<file path="src/hdl/pacman_pkg.sv">
`default_nettype none

package pacman_pkg;

	// grid geometry
	localparam int MAP_COLS = 40;
	localparam int MAP_ROWS = 30;
	localparam int TILE_BITS = 4;
	localparam int TILE_PX = 16;
	localparam int ROW_BITS = MAP_COLS * TILE_BITS;
	localparam int COL_W = 6;
	localparam int ROW_W = 5;

	// tile codes as stored in the map
	localparam logic [TILE_BITS-1:0] TILE_EMPTY = 4'd0;
	localparam logic [TILE_BITS-1:0] TILE_WALL = 4'd1;
	localparam logic [TILE_BITS-1:0] TILE_PILL = 4'd2;
	localparam logic [TILE_BITS-1:0] TILE_PACMAN = 4'd3;

	// player start and the inner wall
	localparam logic [COL_W-1:0] START_X = 6'd20;
	localparam logic [ROW_W-1:0] START_Y = 5'd15;
	localparam int WALL_COL = 10;
	localparam int WALL_ROW_LO = 5;
	localparam int WALL_ROW_HI = 24;

	// sprite extents inside a tile
	localparam int PILL_LO = 6;
	localparam int PILL_HI = 9;
	localparam int PAC_LO = 2;
	localparam int PAC_HI = 13;

	// 24-bit rgb
	localparam logic [23:0] COLOR_WALL = 24'h2121de;
	localparam logic [23:0] COLOR_PILL = 24'hffb8ae;
	localparam logic [23:0] COLOR_PACMAN = 24'hffff00;
	localparam logic [23:0] COLOR_BLACK = 24'h000000;

	// ps/2 set 2 arrow codes, E0 prefix dropped
	localparam logic [7:0] KEY_UP = 8'h75;
	localparam logic [7:0] KEY_DOWN = 8'h72;
	localparam logic [7:0] KEY_LEFT = 8'h6b;
	localparam logic [7:0] KEY_RIGHT = 8'h74;

	// player controller FSM encodings
	localparam int STATE_W = 4;
	localparam logic [STATE_W-1:0] ST_IDLE = 4'd0;
	localparam logic [STATE_W-1:0] ST_INIT = 4'd1;
	localparam logic [STATE_W-1:0] ST_INIT_END = 4'd2;
	localparam logic [STATE_W-1:0] ST_CHECK = 4'd3;
	localparam logic [STATE_W-1:0] ST_CLEAR = 4'd4;
	localparam logic [STATE_W-1:0] ST_WR_CLEAR = 4'd5;
	localparam logic [STATE_W-1:0] ST_REREAD = 4'd6;
	localparam logic [STATE_W-1:0] ST_PUT = 4'd7;
	localparam logic [STATE_W-1:0] ST_FINISH = 4'd8;

	// one map row, tile 0 in the top nibble
	typedef union packed {
		logic [ROW_BITS-1:0] raw;
		logic [0:MAP_COLS-1][TILE_BITS-1:0] tiles;
	} map_row_t;

	// maze rule for one row
	function automatic map_row_t maze_row(input logic [ROW_W-1:0] row);
		map_row_t word;
		for (int c = 0; c < MAP_COLS; c++) begin
			if (row == 0 || row == MAP_ROWS - 1 || c == 0 || c == MAP_COLS - 1 ||
				(c == WALL_COL && row >= WALL_ROW_LO && row <= WALL_ROW_HI)) begin
				word.tiles[c] = TILE_WALL;
			end else if (c == START_X && row == START_Y) begin
				word.tiles[c] = TILE_PACMAN;
			end else begin
				word.tiles[c] = TILE_PILL;
			end
		end
		return word;
	endfunction

endpackage

`default_nettype wire
</file>
<file path="src/hdl/keyboard_process.sv">
`default_nettype none

module keyboard_process import pacman_pkg::*; (
	input logic CLOCK_50,
	input logic rst_n,
	input logic [7:0] scan_code,
	input logic code_valid,
	input logic make_break,
	output logic up,
	output logic down,
	output logic left,
	output logic right
);

	// one flag per arrow, high while the key is held
	logic up_held;
	logic down_held;
	logic left_held;
	logic right_held;

	always_ff @(posedge CLOCK_50 or negedge rst_n) begin
		if (!rst_n) begin
			up_held <= 1'b0;
			down_held <= 1'b0;
			left_held <= 1'b0;
			right_held <= 1'b0;
		end else if (code_valid) begin
			// make sets, break clears
			case (scan_code)
				KEY_UP: begin
					up_held <= make_break;
				end
				KEY_DOWN: begin
					down_held <= make_break;
				end
				KEY_LEFT: begin
					left_held <= make_break;
				end
				KEY_RIGHT: begin
					right_held <= make_break;
				end
				default: begin
					// other keys do not steer
				end
			endcase
		end
	end

	// up beats down beats left beats right
	assign up = up_held;
	assign down = down_held & ~up_held;
	assign left = left_held & ~up_held & ~down_held;
	assign right = right_held & ~up_held & ~down_held & ~left_held;

endmodule

`default_nettype wire

</file>
<file path="config.mk">
export PLATFORM = sky130hd
export DESIGN_NAME = keyboard_process
export DESIGN_NICKNAME = d
export VERILOG_FILES = /design/src/hdl/pacman_pkg.sv /design/src/hdl/keyboard_process.sv
export SDC_FILE = /design/constraint.sdc
export NUM_CORES = 1
export LEC_CHECK = 0
export BUFFER_PORTS_ARGS = -buffer_cell sky130_fd_sc_hd__buf_2
export CAP_MARGIN = 20
export CORE_AREA = 2 2 39 41
export DETAILED_ROUTE_END_ITERATION = 10
export DIE_AREA = 0 0 41 43
export GPL_ROUTABILITY_DRIVEN = 0
export PLACE_DENSITY = 0.43
export RECOVER_POWER = 50
export SETUP_SLACK_MARGIN = 0.15
export SYNTH_ARGS = -nofsm -noshare
export SYNTH_HDL_FRONTEND = slang
export SYNTH_SLANG_ARGS = --single-unit
</file>
<file path="constraint.sdc">
create_clock -name CLOCK_50 -period 1.05 [get_ports CLOCK_50]
set_clock_uncertainty 0.2 [all_clocks]
set_input_delay 0.1575 -clock CLOCK_50 [delete_from_list [all_inputs] [get_ports CLOCK_50]]
set_output_delay 0.1575 -clock CLOCK_50 [all_outputs]
set_load 0.03 [all_outputs]
</file>
; Yosys cells after proc, flatten, opt, wreduce, memory -nomap -nowiden
; Index checks and enable logic that the tools add are counted.
[totals]
romBits = 0
n_memories = 0
regBits = 4
ramBits = 0
latchBits = 0
inputBits = 12
output_inout_bits = 4
word_cells = 21
[op_classes]
mul = 0
div_mod_pow = 0
mux = 0
order_cmp = 0
n_bitwise = 9
n_eq_ne = 4
n_reduce_logical = 4
n_shift = 0
addsub = 0
[op_table]
columns = cell, count
row1 = "8-bit by 7-bit == test with 1-bit output, second input constant", 4
row2 = 2-bit AND reduction, 4
row3 = 1-bit AND, 6
row4 = 1-bit NOT, 3

; Logic depth before layout (Yosys ltp)
[depth]
ltp_word = 4
mapped_depth = 3
mapped_depth_nobuf = 3

; Least setup slack after synthesis
; OpenSTA, ideal clock, no wires.
[synth_timing]
path_kind = register -> output
from = register up_held (netlist: up)
to = output right
t_arrival_ps = 1611
path_buffers = 0
setup_slack_ps = -919
stages_incl_launch_ff = 2
t_required_ps = 692
path_cell_list = dfrtp_1 nor4b_1
[synth_via]
elab_chain_len = 4
[synth_rtl]
columns = item, line
row1 = start: declaration, keyboard_process.sv:16  ; logic up_held;
row2 = start signal: assignment, keyboard_process.sv:31  ; up_held <= make_break;
row3 = 1-bit NOT, keyboard_process.sv:53  ; assign right = right_held & ~up_held & ~down_held & ~left_held;
row4 = 1-bit AND (3 in series), keyboard_process.sv:53
row5 = end: declaration, keyboard_process.sv:12  ; output logic right
; Every way passes these cells.

; Worst setup path after layout
[layout_timing]
from = register down_held
to = output right
[layout_via]
elab_chain_len = 3
[layout_rtl]
columns = item, line
row1 = start: declaration, keyboard_process.sv:17  ; logic down_held;
row2 = start signal: assignment, keyboard_process.sv:34  ; down_held <= make_break;
row3 = 1-bit NOT, keyboard_process.sv:53
row4 = 1-bit AND (2 in series), keyboard_process.sv:53
; Every way passes these cells.

==> impl_metrics.tcl <==
set metrics [dict create \
    fp.dieH_um 43 \
    pin_count 16 \
    die_w_um 41 \
    dr.pass1.iters 2 \
    max_freq_ghz 0.6750 \
    num_vias 255 \
    row_count 14 \
    drtIter0Drc 4 \
    cts.root.buffer_cell "clkbuf_4" \
    syn-cell-area_um2 237.7 \
    hpwl_um 547.8 \
    final_max_slew_viol_count 0 \
    irDropWorstVdd_mv 0.3425 \
    grt_pass1_vias 245 \
    yosys_warnings 0 \
    critPathCaptureType "output pin" \
    dieArea_mm2 0.001763 \
    hold_path_class "in2reg" \
    place_area_um2 385.4 \
    final_area_um2 514.2 \
    grt_usage_pct 9.356 \
    critPathLaunchType "flop" \
    via_per_inst 4.180 \
    fin_crit_ns 1.481 \
    dpl_worst_slack_ns -0.3149 \
    yosysUniqueCellTypes 9 \
    ys_seq_area_share_pct 42.11 \
    drive_above_1_share_pct 77.78 \
    route.detailed.drc 0 \
    avgRoutedWirePerCell_um 10.77 \
    synthCells 19 \
    final_hold_viol_count 1 \
    grt_remaining_overflow 0 \
    critPathKind "reg2out" \
    status "complete, but fails checks" \
    worst_pin_slew_ns 0.2237 \
    grt_antenna_before_repair 0 \
    setup_slack_ns -0.4315 \
    grt_pass1_wl_um 1014 \
    cts_tree "built" \
    final_cells 61 \
    nets 58 \
    clk_pin_slew_ns 0.04 \
    critPathArrivalTime_ns 1.12 \
    synth.avg_cell_area_um2 12.51 \
    slew-limit-headroom_pct 85.08 \
    hold_ws_ns -0.007188 \
    maxCapViolCount 0 \
    power_leakage_nw 0.2376 \
    setup_viol 7 \
    grt_max_degree 5 \
    failed_checks "hold timing, setup timing" \
    ant_nets 0 \
    cts_buffers 3 \
    placed_cells 53 \
    start_util_pct 17.18 \
    tns_ns -1.681 \
    h-tree-depth 1 \
    clk_latency_ns 0.23 \
    cts.sinks 4 \
    finalWirelength_um 657 \
    syn_nets 31 \
    port_buffers 15 \
    p_per_area_mw_per_mm2 970.9 \
    core_mm2 0.001384 \
    cts.path.max_buffers 2 \
    hold_buffers 1 \
    rsz0062_at_grt "true" \
    worstPathMaxFanout 4 \
    period_share_pct 141.1 \
    synth_seq_cells 4 \
    syn2layout_area_growth_pct 116.3 \
    cp.required_ns 0.69 \
    antenna_cells 0 \
]
critical path, cell delays in order (launching register included):
cell	delay (ns)
dfrtp_2	0.44
nor4b_4	0.29
buf_6	0.16
area by class of cell:
| class | count | area (um^2) |
|---|---|---|
| multi-input cells | 15 | 185.2 |
| fillers | 149 | 869.6 |
| clock buffers | 4 | 26.28 |
| repair buffers | 22 | 180.2 |
| well taps | 16 | 20.02 |
| flip-flops and latches | 4 | 102.6 |
power breakdown:
part | leakage (nW) | switching (mW) | total (mW) | internal (mW)
logic | 0.171 | 0.0440 | 0.118 | 0.0742
registers | 0.0519 | 0.0118 | 0.175 | 0.163
clock network | 0.0150 | 0.0636 | 0.206 | 0.143
total | 0.238 | 0.119 | 0.499 | 0.380
logic make-up (layout without fill, tap and decap cells):
| kind of cell | Yosys count | in the layout | share of synthesized area [%] |
|---|---|---|---|
| DFF | 4 | 4 | 42.11 |
| muxes | 4 | 4 | 18.95 |
| and+or+nand+nor | 11 | 11 | 38.95 |
| buffers and inverters | 0 | 26 | 0 |
metrics by stage:
| step | util (%) | power, mW |
|---|---|---|
| detailed placement | 27.85 | 0.2600 |
| global route | 37.16 | 0.5409 |
| finish | 37.16 | 0.4993 |
| global placement | 27.85 | 0.2564 |
| floorplan | - | 0.2129 |
| CTS | 34.54 | 0.5002 |
cells in the final DEF (no fill, tap or decap):
master         instances
and4b_2                1
buf_2                  7
dlygate4sd3_1          1
nand3_1                1
nor4b_4                1
mux2_4                 2
buf_4                  4
nor3b_2                1
nand4b_1               2
dfrtp_1                2
buf_6                  9
mux2_1                 2
clkbuf_4               3
nor2b_2                1
dfrtp_2                2
clkbuf_1               2
and4bb_2               2
nand3_2                1
nor3b_4                1
final timing paths:
path                                  from    endpoint  slack (ns)  cells past startpoint
worst min register to register  right_held  right_held        0.31                      1
worst max-delay path             down_held       right       -0.43                      2
worst max register to register   down_held   down_held       -0.15                      2
worst min-delay path            make_break  right_held      -0.007                      2
max in group asynchronous            rst_n   down_held        0.36                      2
min in group asynchronous            rst_n  right_held        0.08                      2
registers in the layout (all words and copies together) (netlist names):
register,cells
down_held,1
left_held,1
right_held,1
up,1
Yosys cell counts:
library cell / number / area (um^2)
nor4b_1: 1 / 8.760
nor2b_1: 1 / 6.260
mux2_1: 4 / 45.04
nor3b_1: 2 / 15.01
nand4b_1: 2 / 17.52
and4bb_2: 2 / 25.02
dfrtp_1: 4 / 100.1
and4b_1: 1 / 10.01
nand3_1: 2 / 10.01
layer usage:
metal	vias up	track usage, %	routed length (um)
met4	0	10.00	0
met5	-	0	0
met2	10	13.13	354
met1	114	8.738	264
li1	131	-	-
met3	0	4.712	37
timing repair:
item	CTS	global route
setup endpoints to repair	8	8
endpoints found under the hold margin	8	2
resized for setup	13	6
setup buffers	2	1
pin swaps	1	2
Note: power is estimated with default switching activity, not from simulation.
