**src/hdl/pacman_pkg.sv**
```systemverilog
`default_nettype none

package pacman_pkg;

	// grid geometry
	localparam int MAP_COLS = 40;
	localparam int MAP_ROWS = 30;
	localparam int TILE_BITS = 4;
	localparam int TILE_PX = 16;
	localparam int ROW_BITS = MAP_COLS * TILE_BITS;
	localparam int COL_W = 6;
	localparam int ROW_W = 5;

	// tile codes as stored in the map
	localparam logic [TILE_BITS-1:0] TILE_EMPTY = 4'd0;
	localparam logic [TILE_BITS-1:0] TILE_WALL = 4'd1;
	localparam logic [TILE_BITS-1:0] TILE_PILL = 4'd2;
	localparam logic [TILE_BITS-1:0] TILE_PACMAN = 4'd3;

	// player start and the inner wall
	localparam logic [COL_W-1:0] START_X = 6'd20;
	localparam logic [ROW_W-1:0] START_Y = 5'd15;
	localparam int WALL_COL = 10;
	localparam int WALL_ROW_LO = 5;
	localparam int WALL_ROW_HI = 24;

	// sprite extents inside a tile
	localparam int PILL_LO = 6;
	localparam int PILL_HI = 9;
	localparam int PAC_LO = 2;
	localparam int PAC_HI = 13;

	// 24-bit rgb
	localparam logic [23:0] COLOR_WALL = 24'h2121de;
	localparam logic [23:0] COLOR_PILL = 24'hffb8ae;
	localparam logic [23:0] COLOR_PACMAN = 24'hffff00;
	localparam logic [23:0] COLOR_BLACK = 24'h000000;

	// ps/2 set 2 arrow codes, E0 prefix dropped
	localparam logic [7:0] KEY_UP = 8'h75;
	localparam logic [7:0] KEY_DOWN = 8'h72;
	localparam logic [7:0] KEY_LEFT = 8'h6b;
	localparam logic [7:0] KEY_RIGHT = 8'h74;

	// player controller FSM encodings
	localparam int STATE_W = 4;
	localparam logic [STATE_W-1:0] ST_IDLE = 4'd0;
	localparam logic [STATE_W-1:0] ST_INIT = 4'd1;
	localparam logic [STATE_W-1:0] ST_INIT_END = 4'd2;
	localparam logic [STATE_W-1:0] ST_CHECK = 4'd3;
	localparam logic [STATE_W-1:0] ST_CLEAR = 4'd4;
	localparam logic [STATE_W-1:0] ST_WR_CLEAR = 4'd5;
	localparam logic [STATE_W-1:0] ST_REREAD = 4'd6;
	localparam logic [STATE_W-1:0] ST_PUT = 4'd7;
	localparam logic [STATE_W-1:0] ST_FINISH = 4'd8;

	// one map row, tile 0 in the top nibble
	typedef union packed {
		logic [ROW_BITS-1:0] raw;
		logic [0:MAP_COLS-1][TILE_BITS-1:0] tiles;
	} map_row_t;

	// maze rule for one row
	function automatic map_row_t maze_row(input logic [ROW_W-1:0] row);
		map_row_t word;
		for (int c = 0; c < MAP_COLS; c++) begin
			if (row == 0 || row == MAP_ROWS - 1 || c == 0 || c == MAP_COLS - 1 ||
				(c == WALL_COL && row >= WALL_ROW_LO && row <= WALL_ROW_HI)) begin
				word.tiles[c] = TILE_WALL;
			end else if (c == START_X && row == START_Y) begin
				word.tiles[c] = TILE_PACMAN;
			end else begin
				word.tiles[c] = TILE_PILL;
			end
		end
		return word;
	endfunction

endpackage

`default_nettype wire
```
**src/hdl/tile_pixel_gen.sv**
```systemverilog
`default_nettype none

module tile_pixel_gen import pacman_pkg::*; (
	input logic CLOCK_50,
	input logic rst_n,
	input logic [9:0] pix_x,
	input logic [8:0] pix_y,
	output logic [ROW_W-1:0] rdaddr_a,
	input map_row_t q_a,
	output logic [7:0] r,
	output logic [7:0] g,
	output logic [7:0] b
);

	// stage 1 registers, aligned with q_a
	logic [COL_W-1:0] col_s1;
	logic [3:0] off_x_s1;
	logic [3:0] off_y_s1;
	logic row_ok_s1;

	logic [TILE_BITS-1:0] tile;
	logic in_pill;
	logic in_pac;
	logic [23:0] pix_color;

	// tile row goes straight to the ram
	assign rdaddr_a = ROW_W'(pix_y / TILE_PX);

	always_ff @(posedge CLOCK_50) begin
		col_s1 <= COL_W'(pix_x / TILE_PX);
		off_x_s1 <= 4'(pix_x % TILE_PX);
		off_y_s1 <= 4'(pix_y % TILE_PX);
		row_ok_s1 <= (rdaddr_a < ROW_W'(MAP_ROWS));
	end

	// stage 2 tile pick, off-grid pixels read as empty
	always_comb begin
		if (row_ok_s1 && col_s1 < COL_W'(MAP_COLS)) begin
			tile = q_a.tiles[col_s1];
		end else begin
			tile = TILE_EMPTY;
		end
	end

	assign in_pill = (off_x_s1 >= PILL_LO) && (off_x_s1 <= PILL_HI) &&
		(off_y_s1 >= PILL_LO) && (off_y_s1 <= PILL_HI);
	assign in_pac = (off_x_s1 >= PAC_LO) && (off_x_s1 <= PAC_HI) &&
		(off_y_s1 >= PAC_LO) && (off_y_s1 <= PAC_HI);

	always_comb begin
		case (tile)
			TILE_WALL: pix_color = COLOR_WALL;
			TILE_PILL: pix_color = in_pill ? COLOR_PILL : COLOR_BLACK;
			TILE_PACMAN: pix_color = in_pac ? COLOR_PACMAN : COLOR_BLACK;
			default: pix_color = COLOR_BLACK;
		endcase
	end

	always_ff @(posedge CLOCK_50 or negedge rst_n) begin
		if (!rst_n) begin
			r <= '0;
			g <= '0;
			b <= '0;
		end else begin
			r <= pix_color[23:16];
			g <= pix_color[15:8];
			b <= pix_color[7:0];
		end
	end

endmodule

`default_nettype wire

```
**config.mk**
```make
export PLATFORM = sky130hd
export DESIGN_NAME = tile_pixel_gen
export DESIGN_NICKNAME = d
export VERILOG_FILES = /design/src/hdl/pacman_pkg.sv /design/src/hdl/tile_pixel_gen.sv
export SDC_FILE = /design/constraint.sdc
export NUM_CORES = 1
export LEC_CHECK = 0
export BUFFER_PORTS_ARGS = -buffer_cell sky130_fd_sc_hd__buf_4
export CORE_AREA = 3 3 81 83
export CTS_BUF_LIST = sky130_fd_sc_hd__clkbuf_8
export CTS_CLUSTER_DIAMETER = 120
export DETAILED_ROUTE_END_ITERATION = 8
export DIE_AREA = 0 0 84 86
export PLACE_DENSITY_LB_ADDON = 0.12
export SLEW_MARGIN = 20
export SYNTH_ARGS = -nofsm -noshare
export SYNTH_HDL_FRONTEND = slang
export SYNTH_SLANG_ARGS = --single-unit
```
**constraint.sdc**
```tcl
create_clock -name CLOCK_50 -period 3.1 [get_ports CLOCK_50]
set_input_delay 0.31 -clock CLOCK_50 [delete_from_list [all_inputs] [get_ports CLOCK_50]]
set_output_delay 0.31 -clock CLOCK_50 [all_outputs]
set_load 0.05 [all_outputs]
```
# [Yosys cells after proc, flatten, opt, wreduce, memory -nomap -nowiden]
# Cells that the tools add are included.
# Widths: inputs -> output; s select.
[classes] n_lt_le_gt_ge=11 eq_ne=3 muxes=7 bitwise_logic=1 n_reduce_logical=7
[ops] operator="$pmux 24 s3" count=1
[ops] operator="$mux 24" count=2
[ops] operator="$bmux 4 s6" count=1
[ops] operator="$le 4x4->1 const B" count=4
[ops] operator="$mux 4" count=3
[ops] operator="$eq 4x2->1 const B" count=2
[ops] operator="$ge 4x2->1 const B" count=2
[ops] operator="$ge 4x3->1 const B" count=2
[ops] operator="$ge 7x7->1 const B" count=1
[ops] operator="$logic_and 1x1->1" count=7
[ops] operator="$not 6->7" count=1
[ops] operator="$lt 6x6->1 const B" count=1
[ops] operator="$lt 5x5->1 const B" count=1
[ops] operator="$eq 4x1->1 const B" count=1
[totals] reg_bits=39 in_bits=181 output_inout_bits=29 elab_cells=36

# [Depth between registers and ports, before layout]
# Gate-level depths: netlist of the first run.
[logic_depth] depth_word=7 ltp_mapped=9 depth_no_buf=6

# [Worst setup path before layout of the first run]
# Ideal clock, no wire load.
[synth_timing] path_kind="reg-to-reg" startpoint="register col_s1[0]" endpoint="register b[3]" setup_time_ps=81 arrival_ps=2241 setup_slack_ps=778 stages_incl_launch_ff=8 path_buffers=1 cell_sequence="dfxtp_1 -> buf_6 -> mux4_1 -> mux2_2 -> a221oi_2 -> o32ai_1 -> or4_4 -> a21oi_1"
[synth_between] elab_chain_len=7 elab_cells_between_ends=11 cone_classes="order compare: 1; eq/ne: 3; mux: 5; bitwise: 1; reduce/logical: 1"
[synth_lines] element="from (decl)" line_no="tile_pixel_gen.sv:16" rtl="logic [COL_W-1:0] col_s1;"
[synth_lines] element="from (signal assigned)" line_no="tile_pixel_gen.sv:30" rtl="col_s1 <= COL_W'(pix_x / TILE_PX);"
[synth_lines] element="$not 6->7 (implied by the code)" line_no="tile_pixel_gen.sv:39" rtl="tile = q_a.tiles[col_s1];"
[synth_lines] element="$bmux 4 s6" line_no="tile_pixel_gen.sv:39"
[synth_lines] element="$mux 4 (implied by the code) (2 in a row)" line_no="tile_pixel_gen.sv:39"
[synth_lines] element="$mux 4 (*)" line_no="tile_pixel_gen.sv:38" rtl="if (row_ok_s1 && col_s1 < COL_W'(MAP_COLS)) begin"
[synth_lines] element="$eq 4x2->1 / $eq 4x1->1 (equally long branches)" line_no="tile_pixel_gen.sv:51" rtl="case (tile)"
[synth_lines] element="$pmux 24 s3 (*)" line_no="tile_pixel_gen.sv:51"
[synth_lines] element="to (signal assigned)" line_no="tile_pixel_gen.sv:67" rtl="b <= pix_color[7:0];"
[synth_lines] element="to (decl)" line_no="tile_pixel_gen.sv:12" rtl="output logic [7:0] b"
# Every way passes the cells marked *; elsewhere a longest branch is shown, timed or not. The select of a mux whose other input is x is not followed.

# [Worst setup path after layout of the first run]
[layout_timing] startpoint="register col_s1[0]" endpoint="register r[0]"
[layout_between] elab_chain_len=7 elab_cells_between_ends=11 cone_classes="order compare: 1; eq/ne: 3; mux: 5; bitwise: 1; reduce/logical: 1"
[layout_lines] element="$not 6->7 (implied by the code)" line_no="tile_pixel_gen.sv:39"
[layout_lines] element="$bmux 4 s6" line_no="tile_pixel_gen.sv:39"
[layout_lines] element="$mux 4 (implied by the code) (2 in a row)" line_no="tile_pixel_gen.sv:39"
[layout_lines] element="$mux 4 (*)" line_no="tile_pixel_gen.sv:38"
[layout_lines] element="$eq 4x2->1 / $eq 4x1->1 (equally long branches)" line_no="tile_pixel_gen.sv:51"
[layout_lines] element="$pmux 24 s3 (*)" line_no="tile_pixel_gen.sv:51"
[layout_lines] element="to (signal assigned)" line_no="tile_pixel_gen.sv:65" rtl="r <= pix_color[23:16];"
[layout_lines] element="to (decl)" line_no="tile_pixel_gen.sv:10" rtl="output logic [7:0] r,"
# Marked as above.

==> results of run 1 <==
## logic make-up (layout without fill, tap and decap cells)
kind of cell / Yosys count / count (layout) / synth area share [%]
muxes: 31 / 31 / 28.4
DFF: 20 / 20 / 21.4
buffers and inverters: 40 / 217 / 14.1
AOI/OAI and AO/OA: 45 / 45 / 15.3
and+or+nand+nor: 81 / 81 / 20.6
other: 1 / 1 / 0.185
## layout make-up
type,instances,share of cell area [%]
Clock buffer,3,1.17
Clock inverter,1,0.852
Inverter,4,0.426
Multi-Input combinational cell,158,37.1
Sequential cell,20,12.4
Tap cell,75,2.66
Timing Repair Buffer,209,45.3
## flip-flops by register name, indices dropped and copies added (netlist names)
signal	flops
row_ok_s1	1
col_s1	6
b	3
r	2
off_x_s1	3
g	2
off_y_s1	3
## power by group
| group | total, uW | switching (uW) | internal, uW |
|---|---|---|---|
| sequential | 290 | 17.4 | 272 |
| clock | 259 | 86.6 | 172 |
| combinational | 434 | 181 | 253 |
## synth_stat cells (2+ instances only)
cell / n
mux4_1: 4
buf_6: 3
o31ai_1: 2
buf_4: 24
a21oi_1: 14
nor2b_1: 2
o22ai_1: 2
mux4_2: 16
nand3_1: 4
and3b_1: 2
nor3b_1: 3
nor3_1: 14
nor2_1: 29
nor4_1: 3
nand2_1: 6
or3_1: 5
mux2i_1: 10
and3_1: 2
dfrtp_1: 7
o211ai_1: 4
dfxtp_1: 13
and2_1: 2
nand4_1: 2
buf_2: 3
clkbuf_1: 4
clkbuf_8: 2
inv_1: 3
o221ai_1: 2
a22oi_1: 2
o21ai_0: 3
a211oi_1: 8
or2_2: 2
## worst min path at each step
stage | startpoint | endpoint | slack, ns | depth (start not counted)
floorplan | rst_n | b[3] | 0.01 | 0
finish | pix_x[1] | off_x_s1[1] | 0.15 | 1
global route | pix_x[2] | off_x_s1[2] | 0.12 | 1
detailed placement | rst_n | b[6] | 0.12 | 1
CTS | pix_x[3] | off_x_s1[3] | 0.14 | 1
global placement | rst_n | b[6] | 0.12 | 1
## per-stage QoR
step | area, um2 | hold WS [ns] | util (%) | total power, uW | cells
2_1_floorplan | 2030 | 0.0144 | - | 529 | 218
3_3_place_gp | 3440 | 0.122 | 58.1 | 726 | 465
3_5_place_dp | 3440 | 0.123 | 58.1 | 731 | 465
4_1_cts | 3520 | 0.142 | 59.5 | 992 | 470
5_1_grt | 3520 | 0.125 | 59.5 | 1050 | 470
6_report | 3520 | 0.147 | 59.5 | 982 | 470
## repair_timing
item / 4_1_cts / 5_1_grt
endpoints found under the setup margin: 0 / 0
hold buffers: 1 / 0
hold endpoints to repair: 7 / 0
## routing by layer
layer | GRT usage [%] | share of wire, % | vias to the layer above
li1 | - | - | 1182
met1 | 24.0 | 36 | 1064
met2 | 36.2 | 55 | 104
met3 | 5.38 | 8.2 | 5
met4 | 3.36 | 0.62 | 0
met5 | 0 | 0 | -
==> impl_metrics.py, run 1 <==
metrics = {
    "worst_setup_path": {
        "cp_data_arrival_time_ns": 2.80,
        "start_kind": "register",
        "r2r_end": "r[0]",
        "path_depth": 7,
        "cpLargestDelayFamily": "multiplexers",
        "cpPeakStageDelay_ns": 0.62,
        "cp_cell_sequence": "buf_12, mux4_2, mux2i_1, nor4_1, nor4_1, o21ai_0, a21oi_1",
        "worst-r2r-setup-slack_ns": 0.49,
        "r2r_cells": 7,
        "cp-end-kind": "register",
        "crit_start": "col_s1[0]",
        "crit_required_ns": 3.28,
        "worstSetupPathType": "register to register",
        "r2r-start": "col_s1[0]",
        "cp_slowest_cell": "nor4_1",
        "path_buf_inv": 1,
        "cpMostUsedCell": "nor4_1",
        "crit_fanout": 24,
        "endpoint": "r[0]",
    },
    "yosys": {
        "synthArstFlopShare_pct": 35.0,
        "synthFlopType": "dfxtp_1",
        "synth_cell_type_count": 48,
        "synth_edf_count": 0,
        "syn_area_um2": 2030,
        "synthDominantCellAreaShare_pct": 17.7,
        "synth.area.top_cells": "mux4_2, dfxtp_1, buf_4, dfrtp_1, nor2_1",
        "synth_warnings": 0,
        "ys_seq_area_share_pct": 21.4,
        "synth_cells": 218,
        "syn_nets": 399,
        "yosys.area.top_type": "mux4_2",
        "ys_ff_latch": 20,
        "syn_area_per_cell_um2": 9.32,
    },
    "global_routing": {
        "grt_pass1_vias": 2404,
        "grt_pass1_wl_um": 11500,
        "grt_max_degree": 40,
        "antenna_found_initial": 0,
        "grt_overflow": 0,
        "grt_util_all_layers_pct": 19.9,
    },
    "sta": {
        "finalCritPeriodShare_pct": 84.3,
        "slew_headroom_pct": 51.0,
        "finalWorstSetupSlack_ns": 0.487,
        "hold_violations": 0,
        "clock.fmax_mhz": 383,
        "setup_tns_ns": 0,
        "skew_ns": 0.00401,
        "drv_slew": 0,
        "grt_setup_unrepaired": "false",
        "fin_crit_ns": 2.61,
        "tightest_slew_ns": 0.728,
        "finalSetupViolations": 0,
    },
    "detailed_routing": {
        "drt_iter0_drc": 53,
        "avgRoutedWirePerCell_um": 15.8,
        "drc": 0,
        "routed_via_density": 5.01,
        "ant_nets": 0,
        "dr.pass1.iters": 4,
        "drt_wl_total_um": 7420,
        "via_count": 2355,
    },
    "final_layout": {
        "nNetsFinal": 577,
        "diodes": 0,
        "area_growth_pct": 73.5,
        "seqCellArea_um2": 438,
        "drive_above_1_share_pct": 59.7,
        "final_common_cell": "buf_4",
        "multi_input_area_um2": 1310,
        "nFillCells": 563,
        "layout_common_cells": "buf_4, nor2_1, mux4_2",
    },
    "clock_tree": {
        "clk_pin_slew_ns": 0.08,
        "cts_buffers": 3,
        "cts-root-buf": "clkbuf_8",
        "post_cts_buffers": 0,
        "clk_latency_ns": 0.26,
        "h-tree-depth": 1,
        "cts.sinks": 20,
        "clockBufferDepth": 2,
        "cts-resized-gates": 0,
        "cts_tree": "built",
    },
    "floorplanning": {
        "fp.dieW_um": 84,
        "fp-row-count": 28,
        "ios": 210,
        "initial_utilization_pct": 34.3,
        "core_um2": 5920,
        "die-area_um2": 7220,
        "dieHeight_um": 86,
    },
    "status": {
        "status": "finished, final reports clean",
    },
    "flow_run": {
        "maxCapViolCount": 0,
    },
    "placed_design": {
        "dp_hpwl_um": 6550,
        "gp_congestion": 0.767,
        "dp_slack_ns": 0.439,
        "port_buffers": 204,
    },
    "power_and_ir_drop": {
        "powerDensity_nw_per_um2": 279,
        "p_leak_uw": 0.00172,
        "ir_drop_v": 0.000235,
    },
    "worst_hold_path": {
        "worstHoldPathType": "input port to register",
    },
}
No activity file was read; power rests on OpenSTA's default activity.
==> inputs of run 2 (changes only) <==
Settings changed: CORE_AREA 3 3 81 83 to unset, CORE_MARGIN set to 3, CORE_UTILIZATION set to 33, DIE_AREA 0 0 84 86 to unset.
Clock period 3.1 ns to 2.1 ns, I/O delays scaled along.
==> impl_metrics.py, run 2 (synthesized netlist as in run 1, its figures left out) <==
metrics = {
    "floorplanning": {
        "dieHeight_um": 84.4,
        "initial_utilization_pct": 35.4,
        "core_um2": 5740,
        "ios": 210,
        "die-area_um2": 7130,
        "fp.dieW_um": 84.4,
        "fp-row-count": 27,
    },
    "worst_setup_path": {
        "worstSetupPathType": "register to register",
        "start_kind": "register",
        "cpLargestDelayFamily": "multiplexers",
        "cp_cell_sequence": "mux4_2, mux2_4, a221oi_4, o32ai_4, or4_4, a21oi_2",
        "cp_data_arrival_time_ns": 2.51,
        "crit_required_ns": 2.30,
        "path_buf_inv": 0,
        "crit_fanout": 6,
        "cp_slowest_cell": "mux4_2",
        "cp-end-kind": "register",
        "worst-r2r-setup-slack_ns": -0.22,
        "cpPeakStageDelay_ns": 0.50,
    },
    "global_routing": {
        "grt_pass1_vias": 2512,
        "grt_util_all_layers_pct": 19.8,
        "grt_pass1_wl_um": 11500,
        "antenna_found_initial": 0,
        "grt_max_degree": 26,
        "grt_overflow": 0,
    },
    "sta": {
        "drv_slew": 0,
        "skew_ns": 0.00226,
        "hold_violations": 0,
        "grt_setup_unrepaired": "true",
        "finalSetupViolations": 7,
        "clock.fmax_mhz": 432,
        "finalWorstSetupSlack_ns": -0.215,
        "fin_crit_ns": 2.32,
        "finalCritPeriodShare_pct": 110,
    },
    "final_layout": {
        "layout_common_cells": "buf_4, nor2_1, mux4_2",
        "largest_reg_flops": 6,
        "multi_input_area_um2": 1440,
        "final_common_cell": "buf_4",
        "post-route-cell-area_um2": 3820,
        "seqCellArea_um2": 443,
        "drive_above_1_share_pct": 66.3,
        "nFillCells": 500,
        "nNetsFinal": 595,
        "diodes": 0,
        "largest-register": "col_s1",
        "area_growth_pct": 87.9,
    },
    "power_and_ir_drop": {
        "powerDensity_nw_per_um2": 406,
        "ir_drop_v": 0.000352,
        "p_leak_uw": 0.00182,
        "power_uw": 1550,
    },
    "worst_hold_path": {
        "worstHoldPathType": "input port to register",
    },
    "clock_tree": {
        "clk_latency_ns": 0.26,
        "h-tree-depth": 1,
        "cts_tree": "built",
        "cts_buffers": 3,
        "clk_pin_slew_ns": 0.08,
        "cts.sinks": 20,
        "clockBufferDepth": 2,
        "cts-root-buf": "clkbuf_8",
    },
    "detailed_routing": {
        "via_count": 2455,
        "ant_nets": 0,
        "drt_wl_total_um": 7550,
        "routed_via_density": 5.06,
        "drt_iter0_drc": 70,
        "drc": 0,
        "dr.pass1.iters": 4,
        "avgRoutedWirePerCell_um": 15.6,
    },
    "placed_design": {
        "detailed_place.area_um2": 3580,
        "dp_hpwl_um": 6640,
        "port_buffers": 204,
        "gp_congestion": 0.810,
    },
    "flow_run": {
        "maxCapViolCount": 0,
    },
    "status": {
        "status": "complete, but fails checks",
        "violations": "negative setup slack",
    },
}
run 2: cell types whose count changed in the layout (fill, tap and decap cells not counted), sizes merged:
cell | previous run | this run
buf | 208 | 226
run 2: power breakdown:
part | switching [uW] | internal [uW] | leakage [uW]
clock | 136 | 255 | 0.0000357
sequential | 22.4 | 400 | 0.000206
combinational | 307 | 428 | 0.00158
total | 465 | 1080 | 0.00182
run 2: path summary, 6_finish.rpt:
kind | from | endpoint | cells after the start
worst max-delay path | col_s1[0] | b[3] | 6
worst min-delay path | pix_x[2] | off_x_s1[2] | 1
worst max register to register | col_s1[0] | b[3] | 6
worst min register to register | row_ok_s1 | b[3] | 2
max in group asynchronous | rst_n | r[6] | 2
min in group asynchronous | rst_n | g[6] | 2
run 2: cell type report:
type	count	share of cell area (%)
flip-flops and latches	20	11.6
repair buffers	227	46.1
inverters	4	0.393
clock inverters	1	0.787
well taps	72	2.36
multi-input cells	158	37.7
clock buffers	3	1.08
run 2: per-stage QoR:
stage	hold slack [ns]	std cells	TNS, ns	worst slack (ns)	utilization, %
6_report	0.0436	485	-1.03	-0.215	66.4
5_1_grt	0.0267	485	-1.58	-0.288	66.4
4_1_cts	0.0357	481	-0.859	-0.200	65.3
3_5_place_dp	0.0248	474	-1.12	-0.224	62.3
3_3_place_gp	0.0234	474	-0.786	-0.168	62.3
2_1_floorplan	-0.0856	218	-0.371	-0.113	-
run 2: per-layer routing:
metal  vias to the layer above  GRT usage (%)  share of wire, %
met1                      1134           21.7                36
met5                         -              0                 0
li1                       1209              -                 -
met3                         6           4.71               7.7
met4                         0           3.45              0.83
met2                       106           38.8                56
run 2: what timing repair did:
item | 4_1_cts | 5_1_grt
endpoints found under the setup margin | 7 | 7
gates resized for setup | 14 | 7
endpoints found under the hold margin | 7 | 0
pin swaps | 5 | 2
gates cloned | 1 | 0
buffers inserted | 1 | 4
hold buffers | 1 | 0
